$ cat config.mk
export PLATFORM = sky130hd
export DESIGN_NAME = conv_window
export DESIGN_NICKNAME = d
export VERILOG_FILES = /design/src/hw/conv_pkg.sv /design/src/hw/conv_window.sv
export SDC_FILE = /design/constraint.sdc
export NUM_CORES = 1
export LEC_CHECK = 0
export ABC_AREA = 1
export BUFFER_PORTS_ARGS = -buffer_cell sky130_fd_sc_hd__buf_4
export CORE_ASPECT_RATIO = 0.5
export CORE_UTILIZATION = 52
export CTS_CLUSTER_DIAMETER = 40
export DETAILED_ROUTE_END_ITERATION = 10
export PLACE_DENSITY = 0.83
export SETUP_SLACK_MARGIN = 0.02
export SKIP_CTS_REPAIR_TIMING = 1
export SYNTH_ARGS = -nofsm -noshare
export SYNTH_HDL_FRONTEND = slang
export SYNTH_SLANG_ARGS = --single-unit
$ cat constraint.sdc
create_clock -name clk -period 3 [get_ports clk]
set_input_delay 0.45 -clock clk [delete_from_list [all_inputs] [get_ports clk]]
set_output_delay 0.45 -clock clk [all_outputs]
set_load 0.05 [all_outputs]
$ cat src/hw/conv_pkg.sv
`default_nettype none

package conv_pkg;

  localparam int KSIZE  = 5;
  localparam int KTAPS  = KSIZE * KSIZE;
  localparam int DATA_W = 8;
  localparam int SUM_W  = 18;  // wraps mod 2^18

  // index 0 is top-left, row by row
  typedef logic [KTAPS-1:0][DATA_W-1:0] kernel_t;
  typedef logic [KTAPS-1:0][DATA_W-1:0] window_t;

  typedef enum logic [1:0] {
    OP_NOP    = 2'd0,
    OP_LOAD_W = 2'd1,
    OP_PIXEL  = 2'd2,
    OP_CLEAR  = 2'd3
  } conv_op_e;

  typedef enum logic {
    ST_FILL = 1'b0,  // first four rows of a frame
    ST_EMIT = 1'b1
  } res_state_e;

endpackage

`default_nettype wire

$ cat src/hw/conv_window.sv
`default_nettype none

module conv_window #(
  parameter int IMG_W = 12
) (
  input  logic                        clk,
  input  logic                        arst_n,
  input  logic                        pix_strobe,
  input  logic [conv_pkg::DATA_W-1:0] pix_data,
  output conv_pkg::window_t           window,
  output logic                        win_valid
);

  import conv_pkg::*;

  localparam int PTR_W  = $clog2(IMG_W);
  localparam int NLINES = KSIZE - 1;

  // four line buffers, each a circular buffer of one image row
  logic [DATA_W-1:0] lb_mem [NLINES][IMG_W];
  logic [PTR_W-1:0]  wr_ptr;

  // new right column of the window, index is window row
  logic [DATA_W-1:0] col_in [KSIZE];

  always_comb begin
    col_in[KSIZE-1] = pix_data;  // bottom row is the newest pixel
    for (int k = 0; k < NLINES; k++) begin
      col_in[KSIZE-2-k] = lb_mem[k][wr_ptr];  // k+1 rows up
    end
  end

  // each buffer takes the column entry one row below it
  always_ff @(posedge clk) begin
    if (pix_strobe) begin
      for (int k = 0; k < NLINES; k++) begin
        lb_mem[k][wr_ptr] <= col_in[KSIZE-1-k];
      end
    end
  end

  // delay stays one row no matter where the pointer starts
  always_ff @(posedge clk or negedge arst_n) begin
    if (!arst_n) begin
      wr_ptr <= '0;
    end else if (pix_strobe) begin
      if (wr_ptr == PTR_W'(IMG_W - 1)) begin
        wr_ptr <= '0;
      end else begin
        wr_ptr <= wr_ptr + 1'b1;
      end
    end
  end

  always_ff @(posedge clk) begin
    if (pix_strobe) begin
      for (int r = 0; r < KSIZE; r++) begin
        for (int c = 0; c < KSIZE - 1; c++) begin
          window[r*KSIZE+c] <= window[r*KSIZE+c+1];  // shift left
        end
        window[r*KSIZE+KSIZE-1] <= col_in[r];
      end
    end
  end

  always_ff @(posedge clk or negedge arst_n) begin
    if (!arst_n) begin
      win_valid <= 1'b0;
    end else begin
      win_valid <= pix_strobe;  // every shift, border or not
    end
  end

endmodule

`default_nettype wire

* Word-level counts from Yosys, hierarchy flattened
Memories as Yosys holds them, arrays and structs flattened. Cells that the tools add are included.
Storage, ports and cells: register bits 205, bits in writable memories 384, input bits 11, logic and storage cells 51, memories 1
Operators by class: add/subtract/negate cells 1, magnitude comparators 2, eq/ne operators 1, mux-type cells 17, bitwise gates (word level) 1, reduce and logical (&&, ||, !) cells 1
Memories:
- lb_mem | depth 4, width 96, read ports 4, clocked after memory_dff 0, write ports 4, RTL line conv_window.sv:20 | logic [DATA_W-1:0] lb_mem [NLINES][IMG_W];
Operators by type and width (number):
- binary-select mux 8 bit (select 4 bit) | 4
- two-way mux 96 bit | 1
- two-way mux 8 bit | 9
- demux 8 bit (select 4 bit) | 1
- greater-or-equal comparator 5 bit (second input constant) | 1
- less-than comparator 5 x 1 -> 1 bit (second input constant) | 1
- NOT 4 -> 5 bit | 1
- adder 4 x 1 -> 4 bit (second input constant) | 1
- equality test 4 bit (second input constant) | 1
- two-way mux 4 bit | 1
- logical AND 1 bit | 1
- two-way mux 1 bit | 1

* Longest topological paths before layout
depth after elaboration 6, depth in mapped cells 9, gate-level depth less buffers 7

* Worst setup path after synthesis
OpenSTA, ideal clock, no wires.
path type flip-flop to flip-flop, start point register wr_ptr[0], end point memory lb_mem[0][72] in the netlist's numbering (enable), library setup time 0.421 ns, data arrival time 2.462 ns, path slack 0.117 ns, stages on the path, launching flop included 8, buffers on the path 3, path through dfrtp_1 > buf_4 > inv_4 > buf_6 > buf_4 > ha_1 > nand2_1 > nor2_1
RTL lines:
- start, declared | RTL line conv_window.sv:21 | logic [PTR_W-1:0] wr_ptr;
- start signal, assigned | RTL line conv_window.sv:50 | wr_ptr <= wr_ptr + 1'b1;
- end, declared | RTL line conv_window.sv:20

==> qor.yml <==
reg2reg_depth: 6
wl_mm: 49.9
seqCellArea_mm2: 0.0177
syn_inst: 1889
ir_drop_v: 0.000556
rsz0062_at_grt: "no"
yosysWarnings: 0
avgSynthCellArea_um2: 12.2
fin_cells: 2748
dr_total_vias: 14200
setup_viol: 0
cp_slowest_stage_delay_ns: 0.52
nFillCells: 3073
nets: 2134
startpoint_type: "flop"
period_share: 0.789
overflow: 0
start_util: 0.529
wl_per_cell_um: 18.2
p_per_area_mw_per_mm2: 1010
mostFrequentLayoutCells: "nand2_1, edfxtp_1, inv_1, buf_4, nand3_1"
grt_pass1_vias: 13900
drt_first_pass_iters: 8
seq_area_frac_synth: 0.766
p_leak_uw: 0.0116
io_buffers: 211
crit_chain: "buf_4 -> buf_4 -> nand3_1 -> nand2_1 -> nand2_1 -> nand3_1"
status: "finished, final reports clean"
ctsHtreeMaxLevel: 2
finalMaxSlewViolations: 0
multi_input_area_mm2: 0.00356
root_buffer: "clkbuf_16"
design_area_mm2: 0.0271
path_class: "reg2reg"
cp_max_fo: 41
holdPathStages: 1
ant_nets: 0
die-area_mm2: 0.0453
ys_seq_elements: 589
gp_congestion: 0.789
grt_max_degree: 134
clock_latency_ns: 0.59
fmaxAchievable_ghz: 0.422
avgViaCountPerCell: 5.18
antenna_found_initial: 0
post-dp-hpwl_mm: 28.3
critPathRequiredTime_ns: 3.31
clkSinkCount: 589
drtIter0Drc: 1497
place_inst: 2653
die_w_um: 300
cp-end-kind: "flop"
cts_buffers: 51
final_util: 0.621
maxCapViolCount: 0
die_h_um: 151
slew_headroom: 0.569
slowest_stage: "buf_4"
num_rows: 54
core_area_mm2: 0.0436
clock_skew_ns: 0.0337
synth_area_mm2: 0.0231
layout_commonest_cell: "nand2_1"
worstMarginPinSlew_ns: 0.644
cts_max_path_buffers: 3
synth_cell_types: 18
path_clk_slew_ns: 0.07
hp-class: "in2reg"
drc: 0
cts_tree: "yes"
grt_pass1_wl_mm: 75.7
dpl-instance-area_mm2: 0.0255
syn-num-nets: 1904
setup_tns_ns: 0
period_needed_ns: 2.37
worstPathArrival_ns: 2.68
ios: 212
diodes: 0
drive_gt1_frac: 0.158
hold_ws_ns: 0.145
gr-usage-all-layers: 0.220
finalHoldViolCount: 0
syn2layout_area_growth_pct: 17.4
==> cells in the mapped netlist (all sizes together) <==
| cell | instances | share of area |
|---|---|---|
| buf | 61 | 0.018 |
| clkbuf | 12 | 0.0020 |
| dfrtp | 5 | 0.0054 |
| edfxtp | 584 | 0.76 |
| ha | 4 | 0.0022 |
| inv | 392 | 0.064 |
| nand2 | 586 | 0.095 |
| nand3 | 224 | 0.049 |
| nand4 | 1 | 0.00027 |
| nor2 | 16 | 0.0027 |
| nor3b | 1 | 0.00033 |
| o21ai | 3 | 0.00065 |
==> critical path: cells and delay by family (launching register included) <==
family	cells	cell delay, ns
AND/OR/NAND/NOR	4	0.68
flip-flops	1	0.39
buffers and inverters	2	0.99
==> power by group <==
| part | total, uW | internal [uW] | switching, uW |
|---|---|---|---|
| sequential | 12300 | 11900 | 484 |
| combinational | 8730 | 2030 | 6690 |
| clock | 6290 | 3340 | 2950 |
==> path summary, 6_finish.rpt <==
kind / start / to / slack (ns)
worst max-delay path: wr_ptr[1]$_DFFE_PN0P_ / lb_mem[3][56]$_DFFE_PP_ / 0.63
worst min-delay path: pix_data[0] / lb_mem[0][24]$_DFFE_PP_ / 0.14
worst max register to register: wr_ptr[1]$_DFFE_PN0P_ / lb_mem[3][56]$_DFFE_PP_ / 0.63
worst min register to register: window[168]$_DFFE_PP_ / window[160]$_DFFE_PP_ / 0.42
max in group asynchronous: arst_n / wr_ptr[0]$_DFFE_PN0P_ / 2.66
min in group asynchronous: arst_n / wr_ptr[1]$_DFFE_PN0P_ / 0.22
==> state kept, by name (all words and copies together), names as in the netlist <==
name / flops
lb_mem: 384
window: 200
wr_ptr: 4
win_valid: 1
==> stage by stage <==
stage | power (uW) | setup WS [ns]
6_report | 27400 | 0.633
3_5_place_dp | 21100 | 0.706
2_1_floorplan | 18100 | 0.117
4_1_cts | 27500 | 0.660
3_3_place_gp | 20900 | 0.791
5_1_grt | 28500 | 0.516
==> routing by layer <==
| metal | part of all wire | GRT usage | vias to the layer above |
|---|---|---|---|
| li1 | - | - | 6553 |
| met1 | 0.38 | 0.285 | 6755 |
| met2 | 0.49 | 0.366 | 773 |
| met3 | 0.098 | 0.0462 | 140 |
| met4 | 0.033 | 0.0898 | 0 |
| met5 | 0 | 0 | - |
==> layout make-up <==
cell class,count,share of cell area
Clock buffer,59,0.0482
Clock inverter,35,0.0101
Inverter,392,0.0545
Multi-Input combinational cell,835,0.131
Sequential cell,589,0.652
Tap cell,588,0.0272
Timing Repair Buffer,250,0.0766
==> cells by family after synthesis <==
logic type / count (synthesis) / synth area share
AND/OR/NAND/NOR: 828 / 0.147
flip-flops: 589 / 0.766
buffers and inverters: 465 / 0.0843
adder cells (fa/ha/maj): 4 / 0.00217
AO/OA/AOI/OAI: 3 / 0.000651
No activity file was read; power rests on OpenSTA's default activity.
