--- src/hw/conv_pkg.sv ---
`default_nettype none

package conv_pkg;

  localparam int KSIZE  = 5;
  localparam int KTAPS  = KSIZE * KSIZE;
  localparam int DATA_W = 8;
  localparam int SUM_W  = 18;  // wraps mod 2^18

  // index 0 is top-left, row by row
  typedef logic [KTAPS-1:0][DATA_W-1:0] kernel_t;
  typedef logic [KTAPS-1:0][DATA_W-1:0] window_t;

  typedef enum logic [1:0] {
    OP_NOP    = 2'd0,
    OP_LOAD_W = 2'd1,
    OP_PIXEL  = 2'd2,
    OP_CLEAR  = 2'd3
  } conv_op_e;

  typedef enum logic {
    ST_FILL = 1'b0,  // first four rows of a frame
    ST_EMIT = 1'b1
  } res_state_e;

endpackage

`default_nettype wire

--- src/hw/conv_mac_tree.sv ---
`default_nettype none

module conv_mac_tree (
  input  logic                       clk,
  input  logic                       arst_n,
  input  conv_pkg::window_t          window,
  input  logic                       win_valid,
  input  conv_pkg::kernel_t          kernel,
  output logic [conv_pkg::SUM_W-1:0] sum,
  output logic                       sum_valid
);

  import conv_pkg::*;

  localparam int PROD_W = 2 * DATA_W;
  localparam int L1_N   = (KTAPS + 1) / 2;  // 13
  localparam int L2_N   = (L1_N + 1) / 2;   // 7
  localparam int L3_N   = (L2_N + 1) / 2;   // 4

  logic [PROD_W-1:0] prod_q [KTAPS];
  logic [SUM_W-1:0]  lvl1   [L1_N];
  logic [SUM_W-1:0]  lvl2   [L2_N];
  logic [SUM_W-1:0]  lvl3   [L3_N];
  logic [SUM_W-1:0]  part_q [L3_N];
  logic [1:0]        vld_q;

  always_ff @(posedge clk) begin
    if (win_valid) begin
      for (int i = 0; i < KTAPS; i++) begin
        prod_q[i] <= window[i] * kernel[i];
      end
    end
  end

  // first three tree levels, odd leftovers pass straight up
  always_comb begin
    for (int i = 0; i < L1_N - 1; i++) begin
      lvl1[i] = SUM_W'(prod_q[2*i]) + SUM_W'(prod_q[2*i+1]);
    end
    lvl1[L1_N-1] = SUM_W'(prod_q[KTAPS-1]);
    for (int i = 0; i < L2_N - 1; i++) begin
      lvl2[i] = lvl1[2*i] + lvl1[2*i+1];
    end
    lvl2[L2_N-1] = lvl1[L1_N-1];
    for (int i = 0; i < L3_N - 1; i++) begin
      lvl3[i] = lvl2[2*i] + lvl2[2*i+1];
    end
    lvl3[L3_N-1] = lvl2[L2_N-1];
  end

  always_ff @(posedge clk) begin
    if (vld_q[0]) begin
      part_q <= lvl3;
    end
  end

  // last two levels
  always_ff @(posedge clk) begin
    if (vld_q[1]) begin
      sum <= (part_q[0] + part_q[1]) + (part_q[2] + part_q[3]);
    end
  end

  always_ff @(posedge clk or negedge arst_n) begin
    if (!arst_n) begin
      vld_q     <= '0;
      sum_valid <= 1'b0;
    end else begin
      vld_q     <= {vld_q[0], win_valid};
      sum_valid <= vld_q[1];
    end
  end

endmodule

`default_nettype wire

--- config.mk ---
export PLATFORM = sky130hd
export DESIGN_NAME = conv_mac_tree
export DESIGN_NICKNAME = d
export VERILOG_FILES = /design/src/hw/conv_pkg.sv /design/src/hw/conv_mac_tree.sv
export SDC_FILE = /design/constraint.sdc
export NUM_CORES = 2
export LEC_CHECK = 0
export ABC_AREA = 1
export BUFFER_PORTS_ARGS = -buffer_cell sky130_fd_sc_hd__buf_4
export CORE_MARGIN = 5
export CORE_UTILIZATION = 65
export DETAILED_ROUTE_END_ITERATION = 16
export PLACE_DENSITY = 0.9
export RECOVER_POWER = 50
export SKIP_CTS_REPAIR_TIMING = 1
export SYNTH_ARGS = -nofsm -noshare
export SYNTH_HDL_FRONTEND = slang
export SYNTH_SLANG_ARGS = --single-unit
--- constraint.sdc ---
create_clock -name clk -period 4.4 [get_ports clk]
set_input_delay 0.22 -clock clk [delete_from_list [all_inputs] [get_ports clk]]
set_output_delay 0.22 -clock clk [all_outputs]
set_load 0.1 [all_outputs]
Word-level counts from Yosys, hierarchy flattened
Memories as Yosys holds them, arrays and structs flattened. A register that Yosys moved wholly into a read port is not among the register bits.
Cells that the tools add are included.
{"block": "classes", "n_addsub": 24, "mul": 25, "muxes": 2}
{"cell": "8-bit by 8-bit multiplier with 16-bit output", "count": 25}
{"cell": "16-bit by 16-bit adder with 17-bit output", "count": 12}
{"cell": "17-bit by 17-bit adder with 18-bit output", "count": 6}
{"cell": "18-bit adder", "count": 5}
{"cell": "18-bit by 16-bit adder with 18-bit output", "count": 1}
{"cell": "1-bit two-way mux", "count": 2}
{"block": "totals", "regBits": 75, "ramBits": 400, "word_cells": 58, "memories": 1}
{"memory": "prod_q", "depth": 25, "width": 16, "read_ports": 25, "rd_ports_with_merged_regs": 1, "write_ports": 25, "line": "conv_mac_tree.sv:20", "source": "logic [PROD_W-1:0] prod_q [KTAPS];"}

Depth between registers and ports, before layout
An unclocked memory read counts as a cell.
{"block": "logic_depth", "word_depth": 4, "ltp_mapped": 20}

Worst setup path after synthesis
Ideal clock, no wire load.
{"block": "synth_path", "path_kind": "register to register", "startpoint": "memory prod_q[19][2] (netlist bit)", "endpoint": "register part_q[32] (netlist bit) (data pin)", "t_arrival_ns": 3.502, "path_slack_ns": 0.645, "path_stages_with_launch": 16, "path_buffers": 0, "path_cell_list": "edfxtp_1 fa_1 inv_1 fa_1 fa_1 fa_1 inv_1 ha_1 inv_1 fa_1 inv_1 nand3_1 nand3_1 nand3_1 nand4_1 nand2_1"}
{"element": "start: declaration", "line": "conv_mac_tree.sv:20"}
{"element": "end signal: assignment", "line": "conv_mac_tree.sv:53", "source": "part_q <= lvl3;"}
{"element": "end: declaration", "line": "conv_mac_tree.sv:24", "source": "logic [SUM_W-1:0] part_q [L3_N];"}

==> flow_metrics.env <==
export IMPL_outcome="complete, but fails checks"
export IMPL_violations="capacitance limit, slew limit"
export IMPL_synth_top_family_by_area="adder cells"
export IMPL_syn_to_final_growth_pct=7.000
export IMPL_min_period_ns=4.159
export IMPL_final_cell_mix="inv_1 (3730), nand2_1 (2883), fa_1 (1218)"
export IMPL_final_common_cell="inv_1"
export IMPL_use_met3_pct=5.210
export IMPL_grt_first_pass_wirelength_mm=342.9
export IMPL_insertion_delay_ns=0.64
export IMPL_synth_cells=11130
export IMPL_grt_setup_unrepaired="no"
export IMPL_cp_common_cell="nand2_1"
export IMPL_first_pass_iters=6
export IMPL_use_met1_pct=38.28
export IMPL_design_area_sq_um=91530
export IMPL_cts_tree="done"
export IMPL_io_pins=422
export IMPL_ant_nets=0
export IMPL_crit_type="reg2reg"
export IMPL_avgSynthCellArea_sq_um=7.684
export IMPL_cp_arrival_ns=4.49
export IMPL_cts_buffers=56
export IMPL_finalSetupTns_ns=0
export IMPL_finalHoldViolCount=0
export IMPL_synth_fa_ha_area_share_pct=42.72
export IMPL_clockBufferDepth=3
export IMPL_synth_xor_area_share_pct=2.375
export IMPL_grt_max_degree=100
export IMPL_fin_worst_skew_ns=0.05470
export IMPL_cpLargestDelayFamily="adder cells"
export IMPL_place_inst=12920
export IMPL_cts_max_level=2
export IMPL_fin_crit_sh_pct=94.53
export IMPL_ys_types=27
export IMPL_synth_seq_cells=491
export IMPL_layoutNonFillerInstCount=13070
export IMPL_grt_pass1_vias=70090
export IMPL_finalWeightedCongestion=0.9508
export IMPL_crit_fanout=5
export IMPL_grtUsageTotal_pct=30.15
export IMPL_syn_nets=13730
export IMPL_setup_viol=0
export IMPL_utilization_pct=69.80
export IMPL_drv_slew=381
export IMPL_tightest_slew_ns=2.874
export IMPL_synthSimpleGateAreaFrac_pct=17.44
export IMPL_synthesis_area_sq_um=85540
export IMPL_hold_class="in2reg"
export IMPL_clk_pin_slew_ns=0.06
export IMPL_core_area_sq_um=131100
export IMPL_slew_headroom_pct=-91.59
export IMPL_end_kind="flip-flop"
export IMPL_synth_compound_area_share_pct=2.083
export IMPL_cts_sinks=491
export IMPL_grt_antenna_before_repair=35
export IMPL_maxCapViolCount=6
export IMPL_fmax_ghz=0.2404
export IMPL_yosys_warnings=0
export IMPL_synth_mux_area_fraction_pct=0
export IMPL_slowest_delay_ns=0.62
export IMPL_num_vias=67650
export IMPL_ys_seq_area_share_pct=17.22
export IMPL_overflow=0
export IMPL_cts_root_buf="clkbuf_16"
export IMPL_drive_gt1_share_pct=4.580
export IMPL_via_per_inst=5.175
export IMPL_worstPathCellList="fa_1, inv_1, fa_1, inv_1, fa_1, fa_1, ha_1, nand2_1, inv_1, nand2_1, nand2_1, a21oi_1, nand2_1, nand2_1, nand2_1"
export IMPL_post_dp_hpwl_mm=178.4
export IMPL_routed_wl_mm=208.5
export IMPL_start_util_pct=65.23
export IMPL_dr_first_iter_drc_count=5158
export IMPL_port_buffers=421
export IMPL_busiest_layer="met2"
export IMPL_post_dp_cell_area_sq_um=89510
export IMPL_start_kind="flip-flop"
export IMPL_die_w_microns=372.8
export IMPL_die_h_microns=372.8
export IMPL_rows=133
export IMPL_wl_per_cell_microns=15.95
export IMPL_worst_path_max_delay_cell="fa_1"
export IMPL_dieArea_sq_um=139000
export IMPL_drcViolationCount=0
export IMPL_cp_num_buf_inv=3
export IMPL_required_ns=4.73
export IMPL_fin_nets=13840
export IMPL_met2_usage_pct=51.85
==> flip-flops by register name (all words and copies together), names as in the netlist <==
name,cells
part_q,70
prod_q,400
sum,18
sum_valid,1
vld_q,2
==> cells in the mapped netlist <==
library cell,count,area (sq um)
inv_1,3730,14000
nand2_1,2883,10820
fa_1,1218,24380
ha_1,972,12160
edfxtp_1,488,14650
clkbuf_1,400,1501
nor2_1,377,1415
nand3_1,344,1722
a21oi_1,237,1186
xnor2_1,119,1042
xor2_1,113,989.7
nand4_1,106,663.1
o21ai_0,44,220.2
a21o_1,25,187.7
o21bai_1,25,187.7
nand2_2,16,100.1
nor3_2,8,80.08
inv_2,7,26.28
nor3_1,5,25.02
nand3b_1,4,30.03
dfrtp_1,3,75.07
or2_1,3,18.77
clkinv_1,1,3.750
nand3_2,1,10.01
nand3b_4,1,20.02
nor2_2,1,6.260
or2_4,1,8.760
==> routing by layer <==
layer	share of wire [%]	vias up
met1	39	32350
met3	7.7	566
met4	4.5	16
li1	-	32090
met2	48	2636
met5	0.040	-
==> per-stage QoR <==
stage                     hold slack (ns)  setup slack [ns]
after floorplan                  -0.07559            0.6453
after global placement            0.02491            0.4360
after detailed placement          0.02477            0.3393
after CTS                         -0.6552            0.2811
after global routing             0.003321            0.1049
final                            0.006742            0.2406
==> final cells by class <==
class,instances,area [sq um]
clock buffers,62,1424
clock inverters,40,454.2
diodes,29,72.57
multi-input cells,6503,55280
fillers,10250,39600
repair buffers,454,3343
flip-flops and latches,491,14730
well taps,1755,2196
inverters,3738,14030
==> worst reg2reg max path: stages, from the launching register on <==
cell and delay (ns):
edfxtp_1 0.54, fa_1 0.62, inv_1 0.08, fa_1 0.55, inv_1 0.05, fa_1 0.49, fa_1 0.41, ha_1 0.39
nand2_1 0.21, inv_1 0.06, nand2_1 0.06, nand2_1 0.04, a21oi_1 0.17, nand2_1 0.07, nand2_1 0.06, nand2_1 0.06
==> path summary, 6_finish.rpt <==
path | start | end | slack (ns) | cells after the start
max | prod_q[12][14] | part_q[51] | 0.24 | 15
min | window[24] | prod_q[3][0] | 0.007 | 3
max reg2reg | prod_q[12][14] | part_q[51] | 0.24 | 15
min reg2reg | prod_q[24][5] | part_q[5] | 0.43 | 0
max in group asynchronous | arst_n | vld_q[0] | 3.67 | 3
min in group asynchronous | arst_n | sum_valid | 0.53 | 3
==> logic make-up after synthesis <==
family / Yosys count
buffers and inverters: 4138
AND/OR/NAND/NOR: 3750
adder cells (fa/ha/maj): 2190
flip-flops: 491
AO/OA/AOI/OAI: 331
XOR/XNOR: 232
Power is not shown: default switching activity piles up to over one toggle a cycle in this logic, so the estimate is an artifact.
