==> src/hw/conv_pkg.sv <==
`default_nettype none

package conv_pkg;

  localparam int KSIZE  = 5;
  localparam int KTAPS  = KSIZE * KSIZE;
  localparam int DATA_W = 8;
  localparam int SUM_W  = 18;  // wraps mod 2^18

  // index 0 is top-left, row by row
  typedef logic [KTAPS-1:0][DATA_W-1:0] kernel_t;
  typedef logic [KTAPS-1:0][DATA_W-1:0] window_t;

  typedef enum logic [1:0] {
    OP_NOP    = 2'd0,
    OP_LOAD_W = 2'd1,
    OP_PIXEL  = 2'd2,
    OP_CLEAR  = 2'd3
  } conv_op_e;

  typedef enum logic {
    ST_FILL = 1'b0,  // first four rows of a frame
    ST_EMIT = 1'b1
  } res_state_e;

endpackage

`default_nettype wire

==> src/hw/conv_cmd_decode.sv <==
`default_nettype none

module conv_cmd_decode (
  input  logic                        clk,
  input  logic                        arst_n,
  input  logic                        cmd_valid,
  input  conv_pkg::conv_op_e          cmd_op,
  input  logic [conv_pkg::DATA_W-1:0] cmd_data,
  output conv_pkg::kernel_t           kernel,
  output logic                        pix_strobe,
  output logic [conv_pkg::DATA_W-1:0] pix_data,
  output logic                        frame_clear
);

  import conv_pkg::*;

  localparam int PTR_W = $clog2(KTAPS);

  logic [PTR_W-1:0] w_ptr;
  logic             w_last;
  logic             is_pixel;

  assign w_last   = (w_ptr == PTR_W'(KTAPS - 1));
  assign is_pixel = cmd_valid && (cmd_op == OP_PIXEL);

  always_ff @(posedge clk or negedge arst_n) begin
    if (!arst_n) begin
      kernel      <= '0;
      w_ptr       <= '0;
      pix_strobe  <= 1'b0;
      frame_clear <= 1'b0;
    end else begin
      pix_strobe  <= is_pixel;
      frame_clear <= cmd_valid && (cmd_op == OP_CLEAR);
      if (cmd_valid) begin
        case (cmd_op)
          OP_LOAD_W: begin
            kernel[w_ptr] <= cmd_data;
            w_ptr         <= w_last ? '0 : w_ptr + 1'b1;  // 24 wraps to 0
          end
          OP_CLEAR: begin
            w_ptr <= '0;
          end
          default: begin
          end
        endcase
      end
    end
  end

  // pixel payload, only meaningful with pix_strobe
  always_ff @(posedge clk) begin
    if (is_pixel) begin
      pix_data <= cmd_data;
    end
  end

endmodule

`default_nettype wire

==> config.mk <==
export PLATFORM = sky130hd
export DESIGN_NAME = conv_cmd_decode
export DESIGN_NICKNAME = d
export VERILOG_FILES = /design/src/hw/conv_pkg.sv /design/src/hw/conv_cmd_decode.sv
export SDC_FILE = /design/constraint.sdc
export NUM_CORES = 1
export LEC_CHECK = 0
export ABC_AREA = 1
export BUFFER_PORTS_ARGS = -buffer_cell sky130_fd_sc_hd__buf_2
export CAP_MARGIN = 5
export CORE_ASPECT_RATIO = 1.4
export CORE_MARGIN = 2
export CORE_UTILIZATION = 45
export DETAILED_ROUTE_END_ITERATION = 10
export HOLD_SLACK_MARGIN = 0.08
export MAX_ROUTING_LAYER = met4
export PLACE_DENSITY = 0.73
export RECOVER_POWER = 100
export SLEW_MARGIN = 20
export SYNTH_ARGS = -nofsm -noshare
export SYNTH_HDL_FRONTEND = slang
export SYNTH_SLANG_ARGS = --single-unit
export TNS_END_PERCENT = 30
==> constraint.sdc <==
create_clock -name clk -period 1.78 [get_ports clk]
set_input_delay 0.356 -clock clk [delete_from_list [all_inputs] [get_ports clk]]
set_output_delay 0.356 -clock clk [all_outputs]
set_load 0.03 [all_outputs]
* After elaboration in Yosys (flattened, before gate mapping)
Index checks and enable logic that the tools add are counted.
** Storage, ports and cells
- Register bits :: 215
- Logic and storage cells :: 47
** Cells by class
- Add/subtract/negate cells :: 1
- Order comparisons :: 2
- Equality and inequality tests :: 4
- Multiplexer cells :: 5
- Reductions and logical operators :: 6
** Operator list (number)
- 200-bit bitwise mux :: 1
- 8-bit demux with 5-bit select :: 1
- 5-bit one-hot mux with 2 select lines :: 1
- 8-bit two-way mux :: 1
- 5-bit by 6-bit < comparator with 1-bit output, second input constant :: 1
- 5-bit by 1-bit adder with 5-bit output, second input constant :: 1
- 5-bit equality test, second input constant :: 1
- 5-bit by 1-bit greater-or-equal comparator with 1-bit output, second input constant :: 1
- 5-bit two-way mux :: 1
- 2-bit equality test, second input constant :: 2
- 2-bit AND reduction :: 2
- 1-bit logical AND :: 3
- 2-bit by 1-bit equality test with 1-bit output, second input constant :: 1
- 2-bit nonzero test :: 1

* Longest topological paths before layout
- Depth in word-level cells :: 5
- Gate-level depth with buffers :: 8

* Worst setup path before layout
No wires, ideal clock.
- Path type :: reg-to-reg
- Start :: register w_ptr[0]
- End :: register kernel[120] (netlist bit)
- Library setup time :: 0.118 ns
- Data arrival time :: 1.413 ns
- Data required time :: 1.662 ns
- Setup slack :: 0.249 ns
- Cell stages (with the launch flop) :: 7
- Path buffers :: 0
- Clock period less this slack :: 1.531 ns
- Path through :: dfrtp_1 -> ha_1 -> nand3_1 -> nor2_1 -> nand2_1 -> nand2_1 -> nand2_1
** On the way
- Cells in the longest elaborated chain, start to end :: 5
** RTL lines
- start: declaration :: line conv_cmd_decode.sv:19 : logic [PTR_W-1:0] w_ptr;
- start signal: assignment :: line conv_cmd_decode.sv:39 : w_ptr <= w_last ? '0 : w_ptr + 1'b1;
- 5-bit by 6-bit < comparator with 1-bit output (implied by the code) / 5-bit by 1-bit greater-or-equal comparator with 1-bit output (equally long branches) :: line conv_cmd_decode.sv:38 : kernel[w_ptr] <= cmd_data;
- 1-bit logical AND (implied by the code) :: line conv_cmd_decode.sv:38
- 8-bit two-way mux (implied by the code) :: line conv_cmd_decode.sv:38
- 8-bit demux with 5-bit select (*) :: line conv_cmd_decode.sv:38
- 200-bit bitwise mux (*) :: line conv_cmd_decode.sv:38
- end signal: indexed assignment :: line conv_cmd_decode.sv:38
- end: declaration :: line conv_cmd_decode.sv:9 : output conv_pkg::kernel_t kernel,
Every way passes the cells marked *; elsewhere a longest branch is shown, timed or not.
A chain may end at the register's enable or synchronous reset.

* Worst setup path after layout
- Start :: register w_ptr[2]
- End :: register kernel[154] (netlist bit)
The elaborated chain is that of the path after synthesis.

==> flow_summary.json <==
{
  "result_of_the_run": "finished with violations",
  "violations_in_the_final_reports": "capacitance limit, slew limit",
  "worst-endpoint-required_ns": 2.22,
  "rsz0062_at_grt": "no",
  "final.period_utilization": 0.9116,
  "wirelength_mm": 30.91,
  "n_antenna_cell": 0,
  "max_freq_mhz": 616.3,
  "post-cts-setup-buffers": 0,
  "design.core.area_um2": 21940,
  "antenna_found_initial": 0,
  "worst_hold_path_cells": 3,
  "post_synth_instance_area_um2": 10090,
  "placement.io_buffers": 222,
  "rr_worst_depth": 6,
  "final.setup_skew_ns": 0.01321,
  "count_of_max_cap_constraint_violations": 1,
  "synth_compound_area_frac": 0.1378,
  "path_max_fanout": 32,
  "pin_count": 223,
  "timing.hold.ws_ns": 0.2097,
  "first_global_vias": 8646,
  "synthesized_area_per_cell_um2": 8.636,
  "num-nets-final": 1385,
  "tritoncts.num_buffers": 22,
  "cp_capture_type": "flop",
  "finalWorstPathRequiredPeriod_ns": 1.623,
  "yosysUniqueCellTypes": 18,
  "synthMuxAreaShare": 0,
  "finalMaxSlewViolations": 27,
  "setup_viol": 0,
  "cts_tree": "done",
  "syn-instance-count": 1168,
  "maxSlewHeadroom": -0.01774,
  "total_number_of_clock_tree_sinks": 215,
  "yosys.area_share.xor_xnor": 0.0008683,
  "worst_pin_slew_ns": 1.527,
  "clock_latency_ns": 0.50,
  "count_of_fill_cells_added_during_filler_insertion": 2134,
  "detail_route.iter0.violations": 707,
  "ws_path_type": "reg2reg",
  "peak_vdd_ir_mv": 0.8082,
  "synth_top_family_by_area": "simple AND/OR/NAND/NOR gates",
  "maximum_number_of_pins_on_one_net_before_global_route_repair": 47,
  "setup-tns-final_ns": 0,
  "final_cell_mix": "nand2_1 (238), clkbuf_1 (224), nand3_1 (208)",
  "grtUsageTotal": 0.2707,
  "cp-start-kind": "flop",
  "drive_above_1_share": 0.07375,
  "wl_per_cell_um": 18.40,
  "synth_simple_gate_area_frac": 0.2009,
  "synth_adder_area_share": 0.004962,
  "post_synth_main_area_contributors": "dfrtp_1 (51%), o21bai_1 (14%), nand3_1 (10%)",
  "synthesis.nets": 1185,
  "die_width_um": 130.5,
  "clock_tree.buffer_depth": 3,
  "place_congestion": 0.8510,
  "cts_root_buffer": "clkbuf_16",
  "clkSlewWorstSetupHoldPaths_ns": 0.06,
  "yosys_top_cell_area_share": 0.5135,
  "global_route_wire_length_before_repair_mm": 48.48,
  "drt_first_pass_iters": 7,
  "synth_warnings": 0,
  "die_height_um": 181.2,
  "route.detailed.vias_per_inst": 5.266,
  "power.density_cell_area_nw_per_um2": 1058,
  "cts_htree_levels": 1,
  "layout_commonest_cell": "nand2_1",
  "critPathArrivalTime_ns": 2.06,
  "num_rows": 64,
  "initial_core_utilization": 0.4597,
  "hold_viol": 0,
  "grt.overflow.total": 0,
  "design.die.area_um2": 23650,
  "drc_errors_left": 0,
  "hp-class": "in2reg",
  "detailed_place_hpwl_mm": 19.53,
  "postRouteAntennaNets": 0,
  "syn_to_final_growth_pct": 20.22,
  "synth_seq_area_share": 0.5373,
  "netlist.top_cell.by_area": "dfrtp_1",
  "routed-via-count": 8847,
  "synth-seq-cells": 215,
  "ctsResizeCount": 0,
  "leakagePower_uw": 0.005670
}
## cell usage after synthesis
| master | count |
|---|---|
| inv_1 | 194 |
| nand3_1 | 208 |
| nand2_1 | 237 |
| clkbuf_1 | 64 |
| buf_4 | 8 |
| a22o_1 | 1 |
| inv_2 | 6 |
| nor2_2 | 2 |
| ha_1 | 4 |
| xor2_1 | 1 |
| nand3_2 | 1 |
| edfxtp_1 | 8 |
| o21bai_1 | 184 |
| nor2_1 | 8 |
| dfrtp_1 | 207 |
| nand4_1 | 6 |
| nand2_2 | 1 |
| buf_2 | 28 |
## metal layers
layer	wire length (um)	vias up	track usage
met1	12190	4309	0.3498
li1	-	4061	-
met4	1267	0	0.1162
met2	15390	399	0.4310
met3	2063	78	0.03020
met5	0	-	-
## state kept, by name (all words and copies together), names as in the netlist
register,flops
frame_clear,1
pix_data,8
pix_strobe,1
kernel,200
w_ptr,5
## critical path, cell delays in order, from the launching register on
cell,delay [ns]
dfrtp_1,0.49
inv_1,0.18
nand3_1,0.15
inv_1,0.08
clkbuf_4,0.38
nand3_1,0.17
nand2_1,0.09
## stage by stage
stage               area [um2]    util  setup slack [ns]  power (uW)  cells
floorplan                10090       -            0.2488        7364   1168
global placement         11750  0.5357            0.2336        8313   1640
detailed placement       11750  0.5357            0.1831        8361   1640
CTS                      12490  0.5691            0.1952       13060   1680
global route             12130  0.5527           0.02330       13350   1680
finish                   12130  0.5527            0.1574       12830   1680
## path summary, 6_finish.rpt
check | start | to | slack [ns]
max | w_ptr[2] | kernel[154] | 0.16
min | cmd_op[1] | frame_clear | 0.21
max reg2reg | w_ptr[2] | kernel[154] | 0.16
min reg2reg | kernel[124] | kernel[124] | 0.47
max in group asynchronous | arst_n | kernel[193] | 0.25
min in group asynchronous | arst_n | kernel[73] | 0.64
## report_power, final
group	internal (uW)	switching, uW
combinational	641	1870
sequential	5350	274
clock	2780	1910
## final cells by class
cell class / count / area (um2) / area share
multi-input combinational: 653 / 3503 / 0.2889
clock buffer: 33 / 643.1 / 0.05303
sequential: 215 / 5420 / 0.4470
tap: 297 / 371.6 / 0.03064
clock inverter: 6 / 80.08 / 0.006603
timing repair buffer: 276 / 1358 / 0.1119
inverter: 200 / 750.7 / 0.06191
## cell families (layout without fill, tap and decap cells)
| group | Yosys count | after routing |
|---|---|---|
| AO/OA/AOI/OAI | 185 | 185 |
| XOR/XNOR | 1 | 1 |
| adder cells (fa/ha/maj) | 4 | 4 |
| buffers and inverters | 300 | 515 |
| flip-flops | 215 | 215 |
| AND/OR/NAND/NOR | 463 | 463 |
## what timing repair did
action,4_1_cts,5_1_grt
setup endpoints to repair,0,0
hold endpoints to repair,37,0
hold buffers,1,0
Note: power is estimated with default switching activity, not from simulation.
