File: config.mk
export PLATFORM = sky130hd
export DESIGN_NAME = conv_result
export DESIGN_NICKNAME = d
export VERILOG_FILES = /design/src/hw/conv_pkg.sv /design/src/hw/conv_result.sv
export SDC_FILE = /design/constraint.sdc
export NUM_CORES = 1
export LEC_CHECK = 0
export BUFFER_PORTS_ARGS = -buffer_cell sky130_fd_sc_hd__buf_2
export CELL_PAD_IN_SITES_DETAIL_PLACEMENT = 0
export CELL_PAD_IN_SITES_GLOBAL_PLACEMENT = 1
export CORE_AREA = 2 2 58 60
export DETAILED_ROUTE_END_ITERATION = 10
export DIE_AREA = 0 0 60 62
export PLACE_DENSITY_LB_ADDON = 0.05
export SLEW_MARGIN = 10
export SYNTH_ARGS = -nofsm -noshare
export SYNTH_HDL_FRONTEND = slang
export SYNTH_SLANG_ARGS = --single-unit
File: constraint.sdc
create_clock -name clk -period 2.4 [get_ports clk]
set_clock_uncertainty 0.2 [all_clocks]
set_input_delay 0 -clock clk [delete_from_list [all_inputs] [get_ports clk]]
set_output_delay 0 -clock clk [all_outputs]
set_load 0.005 [all_outputs]
File: src/hw/conv_pkg.sv
`default_nettype none

package conv_pkg;

  localparam int KSIZE  = 5;
  localparam int KTAPS  = KSIZE * KSIZE;
  localparam int DATA_W = 8;
  localparam int SUM_W  = 18;  // wraps mod 2^18

  // index 0 is top-left, row by row
  typedef logic [KTAPS-1:0][DATA_W-1:0] kernel_t;
  typedef logic [KTAPS-1:0][DATA_W-1:0] window_t;

  typedef enum logic [1:0] {
    OP_NOP    = 2'd0,
    OP_LOAD_W = 2'd1,
    OP_PIXEL  = 2'd2,
    OP_CLEAR  = 2'd3
  } conv_op_e;

  typedef enum logic {
    ST_FILL = 1'b0,  // first four rows of a frame
    ST_EMIT = 1'b1
  } res_state_e;

endpackage

`default_nettype wire

File: src/hw/conv_result.sv
`default_nettype none

module conv_result #(
  parameter int IMG_W = 12,
  parameter int IMG_H = 10
) (
  input  logic                       clk,
  input  logic                       arst_n,
  input  logic [conv_pkg::SUM_W-1:0] sum,
  input  logic                       sum_valid,
  input  logic                       frame_clear,
  output logic [conv_pkg::SUM_W-1:0] out_data,
  output logic                       out_valid,
  output logic                       frame_done
);

  import conv_pkg::*;

  localparam int COL_W = $clog2(IMG_W);
  localparam int ROW_W = $clog2(IMG_H);

  res_state_e       state;
  logic [COL_W-1:0] col;
  logic [ROW_W-1:0] row;
  logic             last_col;
  logic             last_row;
  logic             emit;

  assign last_col = (col == COL_W'(IMG_W - 1));
  assign last_row = (row == ROW_W'(IMG_H - 1));
  assign emit     = (state == ST_EMIT) && (col >= COL_W'(KSIZE - 1));  // interior only

  always_ff @(posedge clk or negedge arst_n) begin
    if (!arst_n) begin
      state      <= ST_FILL;
      col        <= '0;
      row        <= '0;
      out_valid  <= 1'b0;
      frame_done <= 1'b0;
    end else begin
      out_valid  <= sum_valid && emit;
      frame_done <= sum_valid && emit && last_row && last_col;
      if (frame_clear) begin
        state <= ST_FILL;
        col   <= '0;
        row   <= '0;
      end else if (sum_valid) begin
        if (last_col) begin
          col <= '0;
          row <= last_row ? '0 : row + 1'b1;
          if (last_row) begin
            state <= ST_FILL;  // next frame
          end else if (row == ROW_W'(KSIZE - 2)) begin
            state <= ST_EMIT;
          end
        end else begin
          col <= col + 1'b1;
        end
      end
    end
  end

  always_ff @(posedge clk) begin
    if (sum_valid && emit) begin
      out_data <= sum;
    end
  end

endmodule

`default_nettype wire

Yosys cells after proc, flatten, opt, wreduce, memory -nomap -nowiden
Index checks and enable logic that the tools add are counted.
- word-level logic and storage cells: 33
- bits in registers: 29
- output and inout port bits: 20
- bits of input ports: 22
- order comparisons: 1
- $add $sub $neg: 2
- reductions and logical operators: 9
- multiplexer cells: 12
- equal/unequal tests: 3
- operators with widths (kind ; number):
    $mux W4 ; 7
    $add A4 B1 Y4 const B ; 2
    $eq A4 B4 Y1 const B ; 2
    $mux W1 ; 5
    $eq A4 B2 Y1 const B ; 1
    $ge A4 B3 Y1 const B ; 1
    $logic_and A1 B1 Y1 ; 4
    $reduce_bool A2 Y1 ; 2
    $reduce_and A3 Y1 ; 1
    $reduce_bool A3 Y1 ; 1
    $reduce_and A2 Y1 ; 1

Depth between registers and ports, before layout
Gate-level depths: netlist of the first run.
- depth in word-level cells: 6
- gate-level depth with buffers: 5
- mapped depth without buffers: 5

Least setup slack after synthesis of the first run
Ideal clock, no wire load.
- path kind: register to register
- start: register col[3]
- end: register out_data[0] (netlist bit) (enable)
- data required time: 1806 ps
- arrival: 1295 ps
- path slack: 511 ps
- clock period less this slack: 1889 ps
- path buffers: 0
- stages on the path, launching flop included: 3
- setup time: 394 ps
- path through: dfrtp_1 nor2_1 nor2_1
- word-level cells in the longest chain between the ends: 3
- ends and longest elaborated chain (item ; RTL line ; RTL):
    start: declaration ; conv_result.sv:23 ; logic [COL_W-1:0] col;
    start signal: assignment ; conv_result.sv:57 ; col <= col + 1'b1;
    $ge A4 B3 Y1 ; conv_result.sv:31 ; assign emit = (state == ST_EMIT) && (col >= COL_W'(KSIZE - 1));
    $logic_and A1 B1 Y1 ; conv_result.sv:31 ;
    $logic_and A1 B1 Y1 ; conv_result.sv:64 ; if (sum_valid && emit) begin
    end signal: assignment ; conv_result.sv:65 ; out_data <= sum;
    end: declaration ; conv_result.sv:12 ; output logic [conv_pkg::SUM_W-1:0] out_data,
Every way passes these cells.
A chain may end at the register's enable or synchronous reset.

Worst setup path after layout of the first run
- start: register row[0]
- end: register row[3]
- word-level cells in the longest chain between the ends: 5
- elaborated cells on any way between the ends: 6
- classes of those cells: add/sub: 1; eq/ne: 1; mux: 4
- ends and longest elaborated chain (item ; RTL line ; RTL):
    start: declaration ; conv_result.sv:24 ; logic [ROW_W-1:0] row;
    start signal: assignment ; conv_result.sv:50 ; row <= last_row ? '0 : row + 1'b1;
    $add A4 B1 Y4 / $eq A4 B4 Y1 (equally long branches) ; conv_result.sv:50, conv_result.sv:30 ;
    $mux W4 (*) ; conv_result.sv:50 ;
    $mux W4 (*) ; conv_result.sv:48 ; if (last_col) begin
    $mux W4 (*) ; conv_result.sv:47 ; end else if (sum_valid) begin
    $mux W4 (*) ; conv_result.sv:43 ; if (frame_clear) begin
Mark *: on every way between the ends. The rest lies on a longest branch, timed or not. The select of a mux whose other input is x is not followed.

==> run metrics, run 1 <==
result of the run finished, final reports clean; clk root buf clkbuf_4; Final min period 1.71 ns; Slew Limit Headroom 63.1%; Synth area leader edfxtp_1; Max FO, Critical Path 5; final setup vio count 0; WP data arrival 1.75 ns; Cell Int Power 692 uW; drt pass-1 iters 3; synthesis warning total 0; leakage power 0.732 nW; Final Max Slew Viols 0; DRC marker count from the first detailed-route iteration 13; vias per inst 4.34; post-synthesis average cell area 16.3 sq um; Core Box Area 3180 sq um; Area contributors post-synth edfxtp_1 47%, dfrtp_1 24%, ha_1 3.3%; Sw Ratio 22.0%; hold_ws 0.194 ns; via count 802; Starting Density 35.8%; synthesized flop and latch total 29; Sw Pwr 195 uW; io pins 42; die area 3720 sq um; Startpoint Class register; Synth cell types 29; data required time of the worst path 2.44 ns; design area 1660 sq um; Clock Sinks 29; Placement Rows 21; unrepaired setup endpoints after global routing no; Synth top area share 47.5%; I/O Buffers 41; Final ANT Viol Nets 0; Comb power frac 8.0%; Post-Route WL 2210 microns; largest net degree at the start of global routing 20; number of global-route vias before repair 826; fmax 0.584 GHz; Congestion Overflow GR 0; Peak VDD IR 288 uV; total track usage 13.3%; routed length per instance 12.0 microns; Num CTS Buffers 5; Die X 60 microns; pwr dens 535 nW/um^2; CP endpoint kind register; first-pass GRT wire length 3500 microns; CTS max path bufs 2; Post-Layout Cell Count 185; ant diodes 0; register area share after synthesis 71.6%; dpl cells 155; Hold Path Class input port to register; clock latency on the worst-skew pair 0.31 ns; setup TNS 0 ns; Placed Area 1390 sq um; Seq pwr share 61.1%; layout cells sized above 1 40.3%; cts repair resizes 0; Chip Height 62 microns; Max-Cap Viols 0; initial antenna violation count 0; Post-CTS Hold Buffers 22; Clock Pin Slew Worst Setup and Hold Paths 0.09 ns; syn nets 95; hpwl dp 1450 microns; Crit Path Category register to register; Area Overhead vs Synth 45.5%; Cells after Synth 70; Slew @ Worst Pin 0.552 ns; H-tree Lvls 2; Post-CTS Setup Inserts 0; Final #Nets 163; final core occ 52.1%; Fin. Hold Viols 0; GPL Wtd Cong 0.746; TritonCTS clock tree done; Netlist Area Pre-Place 1140 sq um; DRC viols 0; Clk pwr share 30.9%; period utilization 71.4%
==> power groups by stage <==
stage | logic, mW | clock network [mW] | registers, mW
2_1_floorplan | 0.0206 | 0 | 0.552
3_3_place_gp | 0.0423 | 0 | 0.553
3_5_place_dp | 0.0445 | 0 | 0.553
4_1_cts | 0.0724 | 0.290 | 0.542
5_1_grt | 0.0807 | 0.312 | 0.544
6_report | 0.0709 | 0.274 | 0.542
==> worst paths after layout <==
check / depth (start not counted) / slack, ns / to / start
setup / recovery: 4 / 0.69 / row[3]$_DFFE_PN0P_ / row[0]$_DFFE_PN0P_
hold / removal: 2 / 0.19 / out_data[3]$_DFFE_PP_ / sum[3]
setup reg to reg: 4 / 0.69 / row[3]$_DFFE_PN0P_ / row[0]$_DFFE_PN0P_
hold reg to reg: 2 / 0.37 / state$_DFFE_PN0P_ / state$_DFFE_PN0P_
max in group asynchronous: 3 / 1.11 / frame_done$_DFF_PN0_ / arst_n
min in group asynchronous: 3 / 0.52 / row[2]$_DFFE_PN0P_ / arst_n
==> area by class of cell <==
class / instances / area [sq um]
Clock buffer: 6 / 41.3
Clock inverter: 2 / 10.0
Fill cell: 288 / 1520
Inverter: 4 / 15.0
Multi-Input combinational cell: 34 / 284
Sequential cell: 29 / 816
Tap cell: 46 / 57.6
Timing Repair Buffer: 64 / 433
==> synthesized netlist by cell type <==
cell type	n
inv_1	4
and4b_1	1
and3_2	1
a221oi_2	1
buf_6	1
dfrtp_1	11
o31ai_1	1
nor2_1	7
nor3_1	1
nand3_1	1
or4b_1	1
nand4_1	1
o211ai_1	1
ha_1	3
xnor2_1	1
or4_1	2
a211oi_1	1
mux2_2	1
and3b_4	1
or2b_1	1
xor2_1	1
mux2i_1	2
o2111ai_2	1
buf_4	1
edfxtp_1	18
a31o_2	1
buf_2	1
nand4b_4	1
nand2_1	2
==> stage by stage <==
stage	power, mW	setup slack (ns)
2_1_floorplan	0.572	0.511
3_3_place_gp	0.595	0.760
3_5_place_dp	0.598	0.716
4_1_cts	0.904	0.693
5_1_grt	0.936	0.600
6_report	0.887	0.687
==> routing by layer <==
| metal | GRT usage (%) | wire length, microns | part of all wire [%] |
|---|---|---|---|
| met1 | 14.1 | 930 | 42 |
| met2 | 22.8 | 1110 | 50 |
| met3 | 4.14 | 141 | 6.4 |
| met4 | 9.21 | 34 | 1.5 |
| met5 | 0 | 0 | 0 |
==> cell usage in the layout (no fill, tap or decap), types with 2 or more instances in the layout <==
master and count:
clkinv_2 2, dfrtp_1 11, nor2_1 7, or4_1 2, edfxtp_1 18, dlygate4sd3_1 22
nand2_1 2, mux2i_1 2, clkbuf_4 5, buf_2 41, inv_1 4, ha_1 3
==> registers in the layout, summed over array words and instances (netlist names) <==
| signal | count |
|---|---|
| col | 4 |
| row | 4 |
| frame_done | 1 |
| out_valid | 1 |
| state | 1 |
| out_data | 18 |
==> critical path: stages (launching register included) <==
cell,delay (ns)
dfrtp_1,0.43
ha_1,0.21
and3b_4,0.20
or4b_1,0.48
o211ai_1,0.11
==> cells by family after synthesis <==
| logic type | count (synthesis) | synth area share (%) |
|---|---|---|
| AOI/OAI and AO/OA | 6 | 5.38 |
| xor gates and xnor gates | 2 | 1.54 |
| adders and majority gates | 3 | 3.30 |
| buffers and inverters | 7 | 3.41 |
| DFF | 29 | 71.6 |
| muxes | 3 | 2.75 |
| and+or+nand+nor | 20 | 12.0 |
No activity file was read; power rests on OpenSTA's default activity.
==> run 2, diff against run 1 <==
Clock period 2.4 ns to 1.7 ns, I/O delays scaled along.
==> run metrics, run 2 (synthesis results as in run 1) <==
result of the run finished, final reports clean; first-pass GRT wire length 3490 microns (-0.20%); Startpoint Class register; design area 1700 sq um (+2.4%); max reg flops 18 (unchanged); Largest Register out_data; CTS max path bufs 2 (unchanged); Hold Path Class input port to register; Final Max Slew Viols 0 (unchanged); Placement Rows 21 (unchanged); hold path start sum[6]; hpwl dp 1430 microns (-1.4%); Post-Route WL 2110 microns (-4.6%); total track usage 13.5% (+0.18 points); Final ANT Viol Nets 0 (unchanged); worst hold path cell count 2 (unchanged); routed length per instance 11.3 microns (-5.6%); Core Box Area 3180 sq um (unchanged); vias per inst 4.35 (+0.29%); Clock Pin Slew Worst Setup and Hold Paths 0.09 ns (about the same); I/O Buffers 41 (unchanged); DRC viols 0 (unchanged); Die X 60 microns (unchanged); Fin. Hold Viols 0 (unchanged); fmax 0.611 GHz (+4.6%); most common cell after layout, fill and taps aside buf_2; Crit Path Category register to register; Setup crit start row[1]$_DFFE_PN0P_; TritonCTS clock tree done; Slew @ Worst Pin 0.527 ns (-0.0253 ns); Max-Cap Viols 0 (unchanged); unrepaired setup endpoints after global routing no; clock latency on the worst-skew pair 0.31 ns (about the same); Clock Sinks 29 (unchanged); reg2reg path depth 5 (+1); GPL Wtd Cong 0.711 (-4.7%); Final min period 1.64 ns (-0.0755 ns); data required time of the worst path 1.74 ns (-0.70 ns); reg-to-reg critical path startpoint row[1]$_DFFE_PN0P_; largest net degree at the start of global routing 20 (unchanged); Placed Area 1410 sq um (+1.6%); Chip Height 62 microns (unchanged); leakage power 0.743 nW (+1.5%); H-tree Lvls 2 (unchanged); Starting Density 35.8% (unchanged); Congestion Overflow GR 0 (unchanged); Peak VDD IR 371 uV (+29%); setup TNS 0 ns (unchanged); period utilization 96.3% (+25 points); die area 3720 sq um (unchanged); final core occ 53.4% (+1.3 points); CP endpoint kind register; Max FO, Critical Path 4 (-1); Slew Limit Headroom 64.7% (+1.7 points); layout cells sized above 1 45.4% (+5.1 points); DRC marker count from the first detailed-route iteration 23 (+10); io pins 42 (unchanged); ant diodes 0 (unchanged); final setup vio count 0 (unchanged); pwr dens 738 nW/um^2 (+38%); most frequent cells in the layout 41 x buf_2, 22 x dlygate4sd3_1, 18 x edfxtp_1; drt pass-1 iters 4 (+1); WP data arrival 1.68 ns (-0.07 ns); initial antenna violation count 0 (unchanged); number of global-route vias before repair 787 (-4.7%); Area Overhead vs Synth 49.0%; largest registers out_data: 18 flops, col: 4 flops, row: 4 flops; via count 813 (+1.4%); Final #Nets 165 (+1.2%); Num CTS Buffers 5 (unchanged); clk root buf clkbuf_4
==> run 2: cell types whose count changed in the layout (fill, tap and decap cells not counted), sizes merged <==
| cell | before | now |
|---|---|---|
| buf | 42 | 44 |
==> run 2: per-stage QoR <==
stage	power, mW	hold WS, ns	setup slack, ns	cells
after global placement	0.840	-0.305	0.0341	156
after detailed placement	0.842	-0.299	0.0454	156
after global routing	1.32	0.175	0.00202	187
after CTS	1.27	0.178	0.000549	186
final	1.25	0.189	0.0627	187
after floorplan	0.808	-0.496	0.0943	70
==> run 2: per-layer routing <==
layer	GRT usage, %	wire, microns
met1	15.4	957
met2	22.0	966
met3	5.59	145
met4	6.67	42
met5	0	0
==> run 2: worst paths after layout <==
check	end	slack, ns
setup reg to reg	row[3]$_DFFE_PN0P_	0.06
max in group asynchronous	col[3]$_DFFE_PN0P_	0.43
hold reg to reg	state$_DFFE_PN0P_	0.36
min in group asynchronous	state$_DFFE_PN0P_	0.52
hold / removal	out_data[6]$_DFFE_PP_	0.19
setup / recovery	row[3]$_DFFE_PN0P_	0.06
==> run 2: cell type report <==
class | instances | area (sq um)
Clock buffer | 6 | 41.3
Clock inverter | 2 | 10.0
Fill cell | 282 | 1480
Inverter | 4 | 15.0
Multi-Input combinational cell | 34 | 297
Sequential cell | 29 | 816
Tap cell | 46 | 57.6
Timing Repair Buffer | 66 | 460
==> run 2: where the power goes <==
group          internal [mW]  switching [mW]
sequential             0.757         0.00756
combinational         0.0640          0.0375
clock                  0.157           0.228
total                  0.979           0.273
==> run 2: worst max-delay path: stages, from the launching register on <==
cell      delay [ns]
dfrtp_1         0.39
inv_2           0.05
ha_2            0.16
and3b_4         0.19
or4b_4          0.47
o211ai_1        0.09
==> run 2: repair_timing <==
action                                  4_1_cts  5_1_grt
endpoints found under the hold margin        38        0
hold buffers                                 22        0
endpoints found under the setup margin        0        5
setup buffers                                 0        1
gates resized for setup                       0        5
==> run 3, diff against run 2 <==
Settings changed: GPL_TIMING_DRIVEN from default to 1, RECOVER_POWER from default to 50, SETUP_SLACK_MARGIN from default to 0.02.
==> run metrics, run 3 (synthesis results as in run 1) <==
result of the run finished, final reports clean; final core occ 53.2% (-0.20 points); Area Overhead vs Synth 48.5%; CP endpoint kind register; Hold Path Class input port to register; DRC marker count from the first detailed-route iteration 18 (-22%); CTS max path bufs 2 (unchanged); Seq pwr share 61.1% (about the same); Post-Layout Cell Count 188 (+0.53%); Final Max Slew Viols 0 (unchanged); hold path start sum[6]; largest net degree at the start of global routing 20 (unchanged); reg-to-reg critical path startpoint row[1]$_DFFE_PN0P_; FF-to-FF End row[3]$_DFFE_PN0P_; leakage power 0.715 nW (-3.8%); Sw Pwr 274 uW (+0.17%); critical path endpoint row[3]$_DFFE_PN0P_; instance count on the critical path 5 (unchanged); WP data arrival 1.66 ns (-0.02 ns); Clk pwr share 30.8% (about the same); vias per inst 4.31 (-0.90%); critical-path cell list inv_2 > ha_2 > and3b_4 > or4b_4 > o211ai_1; slowest stage delay, CP 0.47 ns (about the same); H-tree Lvls 2 (unchanged); critical path's top delay family simple AND/OR/NAND/NOR gates; reg2reg path depth 5 (unchanged); Largest Register out_data; Die X 60 microns (unchanged); Post-Route WL 2150 microns (+1.9%); drt pass-1 iters 4 (unchanged); Clock Pin Slew Worst Setup and Hold Paths 0.09 ns (about the same); Crit path buffers/inverters 1 (unchanged); clock latency on the worst-skew pair 0.31 ns (about the same); ant diodes 0 (unchanged); initial antenna violation count 0 (unchanged); number of global-route vias before repair 790 (+0.38%); Comb power frac 8.1% (about the same); Placement Rows 21 (unchanged); TritonCTS clock tree done; Slowest cell on crit path or4b_4; pwr dens 741 nW/um^2 (+0.41%); Max-Cap Viols 0 (unchanged); hpwl dp 1430 microns (unchanged); via count 810 (-0.37%); period utilization 95.4% (-0.91 points); final setup vio count 0 (unchanged); Sw Ratio 21.8% (+0.029 points); Chip Height 62 microns (unchanged); Slew @ Worst Pin 0.530 ns (+0.00336 ns); Startpoint Class register; Starting Density 35.8% (unchanged); Core Box Area 3180 sq um (unchanged); fillcell total 291 (+3.2%); Fin. Hold Viols 0 (unchanged); Crit Path Category register to register; Congestion Overflow GR 0 (unchanged); die area 3720 sq um (unchanged); Worst R2R Setup Slack 0.08 ns (+0.02 ns); Setup crit start row[1]$_DFFE_PN0P_; Clock Sinks 29 (unchanged); Num CTS Buffers 5 (unchanged); dpl cells 156 (unchanged); clk root buf clkbuf_4; Final #Nets 166 (+0.61%); max reg flops 18 (unchanged); Final ANT Viol Nets 0 (unchanged); total track usage 13.6% (+0.044 points); most frequent cells in the layout 30 x buf_2, 22 x dlygate4sd3_1, 18 x edfxtp_1; GPL Wtd Cong 0.711 (unchanged); data required time of the worst path 1.74 ns (about the same); I/O Buffers 41 (unchanged); setup TNS 0 ns (unchanged); routed length per instance 11.4 microns (+1.4%); Slew Limit Headroom 64.5% (-0.22 points); fmax 0.617 GHz (+0.95%); Max FO, Critical Path 4 (unchanged); first-pass GRT wire length 3510 microns (+0.40%); layout cells sized above 1 38.0% (-7.4 points); most common cell after layout, fill and taps aside buf_2; DRC viols 0 (unchanged); Final min period 1.62 ns (-0.0154 ns); Cell Int Power 979 uW (about the same); unrepaired setup endpoints after global routing no; io pins 42 (unchanged); Peak VDD IR 371 uV (about the same); Pwr Total 1.25 mW (about the same); largest registers out_data: 18 flops, col: 4 flops, row: 4 flops
-- run 3: changes by cell type in the layout (fill, tap and decap cells not counted), sizes merged --
cell,delta
clkbuf,+11
buf,-10
-- run 3: routing by layer --
layer,up-vias,wire (microns),global-route usage [%]
met5,-,0,0
met4,0,42,6.67
met3,5,143,5.59
met2,31,966,22.0
met1,376,999,15.6
li1,398,-,-
-- run 3: final cells by class --
class                      instances  area [sq um]  area share (%)
multi-input combinational         34           297            17.5
sequential                        29           816            48.3
clock buffer                       6          41.3            2.44
timing repair buffer              67           454            26.9
clock inverter                     2          10.0           0.592
tap                               46          57.6            3.40
inverter                           4          15.0           0.888
-- run 3: worst register-to-register path: stages, from the launching register on --
cell and delay [ns]:
dfrtp_1 0.38, inv_2 0.05, ha_2 0.16, and3b_4 0.19
or4b_4 0.47, o211ai_1 0.09
-- run 3: power groups by stage --
stage	sequential, mW	combinational (mW)	clock [mW]
after global placement	0.780	0.0603	0
after detailed placement	0.780	0.0614	0
after global routing	0.766	0.115	0.435
after CTS	0.765	0.101	0.407
final	0.765	0.102	0.386
after floorplan	0.779	0.0292	0
-- run 3: how the worst min path moves through the flow --
stage	to	slack (ns)	depth (start not counted)
6_report	out_data[6]$_DFFE_PP_	0.19	2
5_1_grt	out_data[10]$_DFFE_PP_	0.18	2
4_1_cts	out_data[15]$_DFFE_PP_	0.18	2
3_5_place_dp	frame_done$_DFF_PN0_	-0.30	1
3_3_place_gp	frame_done$_DFF_PN0_	-0.30	1
2_1_floorplan	col[0]$_DFFE_PN0P_	-0.50	0
-- run 3: what timing repair did --
action | 4_1_cts | 5_1_grt
endpoints found under the hold margin | 38 | 0
endpoints found under the setup margin | 1 | 5
setup buffers | 1 | 1
hold buffers | 22 | 0
pin swaps | 0 | 1
resized for setup | 0 | 6
-- run 3: metrics by stage --
| stage | hold WS (ns) | worst slack, ns | cell area [sq um] |
|---|---|---|---|
| 6_report | 0.189 | 0.0781 | 1690 |
| 5_1_grt | 0.175 | 0.0165 | 1690 |
| 4_1_cts | 0.178 | 0.0353 | 1690 |
| 3_5_place_dp | -0.299 | 0.0454 | 1410 |
| 3_3_place_gp | -0.305 | 0.0341 | 1410 |
| 2_1_floorplan | -0.496 | 0.0943 | 1140 |
